$ cat config.mk
export PLATFORM = sky130hd
export DESIGN_NAME = if_stage_top
export DESIGN_NICKNAME = d
export VERILOG_FILES = /design/src/lc3b_types_pkg.sv /design/src/if_stage_pkg.sv /design/src/redirect_hold.sv /design/src/instr_reg.sv /design/src/if_datapath.sv /design/src/if_stage_top.sv
export VERILOG_INCLUDE_DIRS = /design/src /design/src/src
export SDC_FILE = /design/constraint.sdc
export NUM_CORES = 1
export LEC_CHECK = 0
export BUFFER_PORTS_ARGS = -buffer_cell sky130_fd_sc_hd__buf_2
export CAP_MARGIN = 10
export CORE_ASPECT_RATIO = 1.75
export CORE_MARGIN = 2
export CORE_UTILIZATION = 52
export DETAILED_ROUTE_END_ITERATION = 10
export GPL_TIMING_DRIVEN = 1
export PLACE_DENSITY = 0.92
export RECOVER_POWER = 50
export SYNTH_ARGS = -nofsm -noshare
export SYNTH_HDL_FRONTEND = slang
export SYNTH_SLANG_ARGS = --single-unit
$ cat constraint.sdc
create_clock -name clk -period 3.8 [get_ports clk]
set_clock_uncertainty 0.2 [all_clocks]
set_input_delay 0.38 -clock clk [delete_from_list [all_inputs] [get_ports clk]]
set_output_delay 0.38 -clock clk [all_outputs]
set_load 0.01 [all_outputs]
$ cat src/lc3b_defs.svh
`ifndef LC3B_DEFS_SVH
`define LC3B_DEFS_SVH

// Data and address width of the LC-3b
`define LC3B_WORD_W 16

`define LC3B_RESET_PC 16'h0000

// A BR with no condition bits set never branches
`define LC3B_NOP 16'h0000

`endif

$ cat src/lc3b_types_pkg.sv
`default_nettype none

`include "lc3b_defs.svh"

package lc3b_types_pkg;

    typedef logic [`LC3B_WORD_W-1:0] lc3b_word;
    typedef logic [2:0] lc3b_reg;

    typedef enum logic [3:0] {
        op_br   = 4'b0000,
        op_add  = 4'b0001,
        op_ldb  = 4'b0010,
        op_stb  = 4'b0011,
        op_jsr  = 4'b0100, // Also JSRR, told apart by bit 11
        op_and  = 4'b0101,
        op_ldr  = 4'b0110,
        op_str  = 4'b0111,
        op_rti  = 4'b1000,
        op_not  = 4'b1001,
        op_ldi  = 4'b1010,
        op_sti  = 4'b1011,
        op_jmp  = 4'b1100, // RET is JMP through R7
        op_shf  = 4'b1101,
        op_lea  = 4'b1110,
        op_trap = 4'b1111
    } lc3b_opcode;

    typedef struct packed {
        lc3b_opcode opcode;
        lc3b_reg    dest;
        lc3b_reg    src1;
        logic [2:0] gap;  // Mode bit and upper immediate bits
        lc3b_reg    src2;
    } lc3b_reg_fmt_t;

    typedef struct packed {
        lc3b_opcode opcode;
        logic [3:0] unused;
        logic [7:0] trap_vect;
    } lc3b_trap_fmt_t;

    typedef union packed {
        lc3b_reg_fmt_t  reg_fmt;
        lc3b_trap_fmt_t trap_fmt;
    } lc3b_instr_u;

endpackage

`default_nettype wire

$ cat src/if_stage_pkg.sv
`default_nettype none

package if_stage_pkg;

    import lc3b_types_pkg::*;

    // Source of the next PC value
    typedef enum logic [2:0] {
        pc_plus2     = 3'd0,
        pc_br_target = 3'd1,
        pc_sr1       = 3'd2,
        pc_trap_vec  = 3'd3,
        pc_held      = 3'd4
    } pc_sel_e;

    // Instruction memory request, driven by the fetch stage
    typedef struct packed {
        logic     read;
        lc3b_word address;
    } imem_req_t;

    // Instruction memory response, rdata valid while resp is high
    typedef struct packed {
        logic     resp;
        lc3b_word rdata;
    } imem_rsp_t;

    // Control transfer from the later stages
    typedef struct packed {
        logic     br_en;
        logic     jmp_jsr_en;
        logic     trap_en;
        logic     b11;       // JSR with PC offset when high
        lc3b_word pc_br;
        lc3b_word sr1_data;
        lc3b_word trap_mem;  // Service routine address read from the trap vector table
    } redirect_t;

    typedef struct packed {
        lc3b_word pc;
        lc3b_word instruction;
        lc3b_reg  dest;
        lc3b_reg  src1;
        lc3b_reg  src2;
    } if_out_t;

endpackage

`default_nettype wire

$ cat src/redirect_hold.sv
`default_nettype none

module redirect_hold
    import lc3b_types_pkg::*, if_stage_pkg::*;
(
    input  logic      clk,
    input  logic      if_stall_count_reset,
    input  redirect_t redirect,
    input  logic      resp,
    output lc3b_word  target,
    output logic      pending,
    output logic      now_valid,
    output lc3b_word  now_target
);

    assign now_valid = redirect.br_en | redirect.trap_en | redirect.jmp_jsr_en;

    always_comb begin
        if (redirect.br_en) begin
            now_target = redirect.pc_br;
        end else if (redirect.trap_en) begin
            now_target = redirect.trap_mem;
        end else if (redirect.b11) begin
            now_target = redirect.pc_br;     // JSR with an 11-bit offset
        end else begin
            now_target = redirect.sr1_data;  // JSRR, JMP and RET
        end
    end

    // A redirect that misses the response waits here for the next one
    always_ff @(posedge clk) begin
        if (if_stall_count_reset) begin
            pending <= 1'b0;
        end else if (now_valid && !resp) begin
            pending <= 1'b1;
        end else if (resp) begin
            pending <= 1'b0;
        end
    end

    always_ff @(posedge clk) begin
        if (now_valid && !resp) begin
            target <= now_target;  // A newer redirect replaces an older one
        end
    end

endmodule

`default_nettype wire

$ cat src/instr_reg.sv
`default_nettype none

`include "lc3b_defs.svh"

module instr_reg
    import lc3b_types_pkg::*;
(
    input  logic        clk,
    input  logic        if_stall_count_reset,
    input  logic        load,
    input  logic        flush,
    input  lc3b_word    rdata,
    output lc3b_instr_u instruction,
    output lc3b_reg     dest,
    output lc3b_reg     src1,
    output lc3b_reg     src2
);

    always_ff @(posedge clk) begin
        if (if_stall_count_reset || flush) begin
            instruction <= `LC3B_NOP;  // Flush beats a load in the same cycle
        end else if (load) begin
            instruction <= rdata;
        end
    end

    // Stores keep their data source in bits 11:9 as well
    assign dest = instruction.reg_fmt.dest;
    assign src1 = instruction.reg_fmt.src1;
    assign src2 = instruction.reg_fmt.src2;

endmodule

`default_nettype wire

$ cat src/if_datapath.sv
`default_nettype none

`include "lc3b_defs.svh"

module if_datapath
    import lc3b_types_pkg::*, if_stage_pkg::*;
(
    input  logic      clk,
    input  logic      if_stall_count_reset,
    input  imem_rsp_t rsp,
    input  redirect_t redirect,
    input  logic      stall,
    output imem_req_t req,
    output lc3b_word  pc,
    output logic      ir_load,
    output lc3b_word  if_stall_count
);

    lc3b_word held_target;
    lc3b_word next_pc;
    logic     held_pending;
    logic     now_valid;
    logic     pc_load;
    logic     read_q;
    pc_sel_e  pc_sel;

    redirect_hold redirect_hold_i (
        .clk                  (clk),
        .if_stall_count_reset (if_stall_count_reset),
        .redirect             (redirect),
        .resp                 (rsp.resp),
        .target               (held_target),
        .pending              (held_pending),
        .now_valid            (now_valid),
        .now_target           ()
    );

    // A redirect taken with the response goes through even under stall
    assign pc_load = rsp.resp & (now_valid | held_pending | ~stall);

    assign ir_load = rsp.resp & ~stall;

    always_comb begin
        if (now_valid && rsp.resp) begin
            if (redirect.br_en) begin
                pc_sel = pc_br_target;
            end else if (redirect.trap_en) begin
                pc_sel = pc_trap_vec;
            end else if (redirect.b11) begin
                pc_sel = pc_br_target;
            end else begin
                pc_sel = pc_sr1;
            end
        end else if (held_pending) begin
            pc_sel = pc_held;
        end else begin
            pc_sel = pc_plus2;
        end
    end

    always_comb begin
        case (pc_sel)
            pc_br_target: next_pc = redirect.pc_br;
            pc_sr1:       next_pc = redirect.sr1_data;
            pc_trap_vec:  next_pc = redirect.trap_mem;
            pc_held:      next_pc = held_target;
            default:      next_pc = pc + 16'd2;
        endcase
    end

    always_ff @(posedge clk) begin
        if (if_stall_count_reset) begin
            pc <= `LC3B_RESET_PC;
        end else if (pc_load) begin
            pc <= next_pc;
        end
    end

    // The fetch port asks for the current PC in every cycle once out of reset
    always_ff @(posedge clk) begin
        if (if_stall_count_reset) begin
            read_q <= 1'b0;
        end else begin
            read_q <= 1'b1;
        end
    end

    assign req.read    = read_q;
    assign req.address = pc;

    always_ff @(posedge clk) begin
        if (if_stall_count_reset) begin
            if_stall_count <= '0;
        end else if (req.read && !rsp.resp) begin
            if_stall_count <= if_stall_count + 16'd1;  // Wraps at the word width
        end
    end

endmodule

`default_nettype wire

$ cat src/if_stage_top.sv
`default_nettype none

module if_stage_top
    import lc3b_types_pkg::*, if_stage_pkg::*;
(
    input  logic      clk,
    input  logic      if_stall_count_reset,
    input  imem_rsp_t imem_rsp,
    input  redirect_t redirect,
    input  logic      stall,
    input  logic      flush,
    output imem_req_t imem_req,
    output if_out_t   if_out,
    output lc3b_word  if_stall_count
);

    lc3b_word    pc;
    lc3b_instr_u instruction;
    lc3b_reg     dest;
    lc3b_reg     src1;
    lc3b_reg     src2;
    logic        ir_load;

    if_datapath if_datapath_i (
        .clk                  (clk),
        .if_stall_count_reset (if_stall_count_reset),
        .rsp                  (imem_rsp),
        .redirect             (redirect),
        .stall                (stall),
        .req                  (imem_req),
        .pc                   (pc),
        .ir_load              (ir_load),
        .if_stall_count       (if_stall_count)
    );

    instr_reg instr_reg_i (
        .clk                  (clk),
        .if_stall_count_reset (if_stall_count_reset),
        .load                 (ir_load),
        .flush                (flush),
        .rdata                (imem_rsp.rdata),
        .instruction          (instruction),
        .dest                 (dest),
        .src1                 (src1),
        .src2                 (src2)
    );

    assign if_out.pc          = pc;
    assign if_out.instruction = instruction;
    assign if_out.dest        = dest;
    assign if_out.src1        = src1;
    assign if_out.src2        = src2;

endmodule

`default_nettype wire

==> flow_metrics.tcl <==
set metrics [dict create \
    status "complete, no violations" \
    viasPerCell 5.630 \
    synth-simple-area-share_pct 21.63 \
    area_growth_pct 18.75 \
    die_w_microns 66.98 \
    layout_min_cycle_time_ns 2.674 \
    cts_hold_buf 0 \
    num_vias 3457 \
    clk_pin_slew_ns 0.05 \
    slew_headroom_pct 11.89 \
    fin_nets 601 \
    ys_types 62 \
    leakage_nw 1.681 \
    yosysWarningCount 0 \
    syn_area_sq_um 3610 \
    synth_edf_count 16 \
    postRouteAntennaNets 0 \
    grt_pass1_vias 3201 \
    wirelength_mm 9.196 \
    instances_no_fill 614 \
    synth_top_area_share_pct 27.73 \
    yosys.area.top_type "dfxtp_1" \
    endpoint_kind "register" \
    arrival_ns 2.63 \
    min_from "imem_rsp[12]" \
    cts_tree "done" \
    cts_sinks 66 \
    final.setup.worst_slack_ns 1.126 \
    hold_slack_ns 0.08965 \
    drive_above_1_share_pct 21.70 \
    start_kind "primary input" \
    tns_ns 0 \
    cts_setup_buffers 0 \
    grt_remaining_overflow 0 \
    die_y_microns 114.2 \
    syn_avg_cell_area_sq_um 8.636 \
    rows 40 \
    synthCells 418 \
    ctsRootBufferMaster "clkbuf_16" \
    htreeDepth 3 \
    rsz0062_at_grt "no" \
    clk_path_buf_depth 2 \
    wl_per_cell_microns 14.98 \
    pre_cts_ws_ns 1.418 \
    r2r-end "if_datapath_i.pc[12]" \
    min_path_type "in -> reg" \
    synth_adder_area_share_pct 0.6932 \
    irDropWorstVdd_v 0.0002414 \
    cts-resized-gates 0 \
    r2r_setup_slack_ns 1.51 \
    io_buffers 146 \
    power_density_nw_per_um2 413.7 \
    cap_violations 0 \
    synth_top_family_by_area "simple AND/OR/NAND/NOR gates" \
    critical_path_class "in -> reg" \
    start_util_pct 53.03 \
    period_share_pct 70.37 \
    synth_nets 493 \
    place.detailed.hpwl_mm 6.908 \
    synth_flop_cell "dfxtp_1" \
    io_pins 147 \
    coreArea_sq_um 6807 \
    holdPathEnd "instr_reg_i.instruction[12]" \
    grt_pass1_wl_mm 14.32 \
    hold_depth 3 \
    route.detailed.drc 0 \
    synth_xor_area_share_pct 3.397 \
    max_freq_mhz 374.0 \
    track_usage_pct 24.52 \
    synth_most_common_cell "nand2_1" \
    synthMuxAreaShare_pct 0.8319 \
    synth_compound_area_share_pct 20.69 \
    tightest_slew_ns 1.322 \
    synth_commonest_cells "nand2_1 (51), dfxtp_1 (50), a21oi_1 (40)" \
    cts_buffers 9 \
    fillers 601 \
    ys_ff_latch 66 \
    place_inst 599 \
    clkLatencyLatePin_ns 0.33 \
    synthTopCellsByArea "dfxtp_1 (28%), edfxtp_1 (13%), buf_4 (6.0%), a21oi_1 (5.5%), nand2_1 (5.3%)" \
    post-route-util_pct 62.98 \
    place_congestion 0.8306 \
    crit_required_ns 3.75 \
    firstDrtPassIters 4 \
    rr_startpoint "if_datapath_i.redirect_hold_i.pending" \
    grt_antenna_before_repair 0 \
    grt_max_degree 29 \
    r2r_cells 6 \
    setup_viol 0 \
    synth.yosys.seq_area_share_pct 41.04 \
    diodes 0 \
    dieArea_sq_um 7650 \
    finalHoldViolCount 0 \
    cp_max_fo 28 \
    slew_violations 0 \
    drt_iter0_drc 236 \
    synthArstFlopShare_pct 0 \
]
worst max-delay path, cell delays in order:
cell      delay, ns
clkbuf_1       0.83
nor4_1         0.22
a21boi_2       0.64
o21ai_0        0.19
a221oi_1       0.28
nor3_1         0.08
final cells by class:
cell class	count	area [sq um]	share of cell area (%)
timing repair buffer	150	688.2	16.05
sequential	66	1481	34.56
multi-input combinational	282	1690	39.43
clock buffer	15	257.7	6.013
tap	84	105.1	2.452
inverter	17	63.81	1.489
flip-flops by register name, summed over array words and instances (netlist names):
name and cells:
if_datapath_i.if_stall_count 16, if_datapath_i.pc 16, if_datapath_i.read_q 1, if_datapath_i.redirect_hold_i.pending 1, if_datapath_i.redirect_hold_i.target 16, instr_reg_i.instruction 16
cell families (layout without fill, tap and decap cells):
| family | count (synthesis) | after routing |
|---|---|---|
| AND/OR/NAND/NOR | 151 | 151 |
| multiplexers | 3 | 3 |
| flip-flops | 66 | 66 |
| AO/OA/AOI/OAI | 112 | 112 |
| adder cells (fa/ha/maj) | 2 | 2 |
| buffers and inverters | 70 | 182 |
| XOR/XNOR | 14 | 14 |
layer usage:
metal | global-route usage, % | share of wire (%) | up-vias
li1 | - | - | 1689
met1 | 25.31 | 38 | 1603
met2 | 43.73 | 54 | 145
met3 | 5.605 | 6.2 | 20
met4 | 14.29 | 2.3 | 0
met5 | 0 | 0 | -
worst max path at each step:
| stage | slack (ns) | cells past startpoint | endpoint | startpoint |
|---|---|---|---|---|
| after floorplan | 1.77 | 4 | if_datapath_i.redirect_hold_i.target[0] | redirect[49] |
| after global placement | 1.50 | 6 | if_datapath_i.pc[12] | redirect[49] |
| after global routing | 0.81 | 6 | if_datapath_i.pc[12] | redirect[49] |
| after detailed placement | 1.42 | 6 | if_datapath_i.pc[12] | redirect[49] |
| final | 1.13 | 6 | if_datapath_i.pc[12] | redirect[49] |
| after CTS | 1.66 | 6 | if_datapath_i.pc[12] | if_datapath_i.redirect_hold_i.pending |
power by group:
part,internal [mW],leakage (nW),switching (mW)
combinational,0.102,0.995,0.143
clock,0.457,0.124,0.279
sequential,0.762,0.562,0.0311
placed cells by master, fill, tap and decap left out, drive strengths merged, types with 6 or more instances in the layout:
cell type / Yosys / routed
o211ai: 6 / 6
edfxtp: 16 / 16
nor2: 26 / 26
nand4: 6 / 6
nand2b: 8 / 8
dfxtp: 50 / 50
inv: 16 / 16
o2bb2ai: 6 / 6
buf: 45 / 92
nand2: 52 / 52
nand3: 13 / 13
o21ai: 18 / 18
xnor2: 8 / 8
xor2: 6 / 6
a22oi: 10 / 10
a21oi: 40 / 40
clkbuf: 8 / 73
nor3: 21 / 21
metrics by stage:
stage	cell area, sq um	power, mW
floorplan	3610	0.9759
global placement	4116	1.045
detailed placement	4116	1.055
CTS	4374	1.790
global route	4287	1.847
finish	4287	1.773
Note: power is estimated with default switching activity, not from simulation.
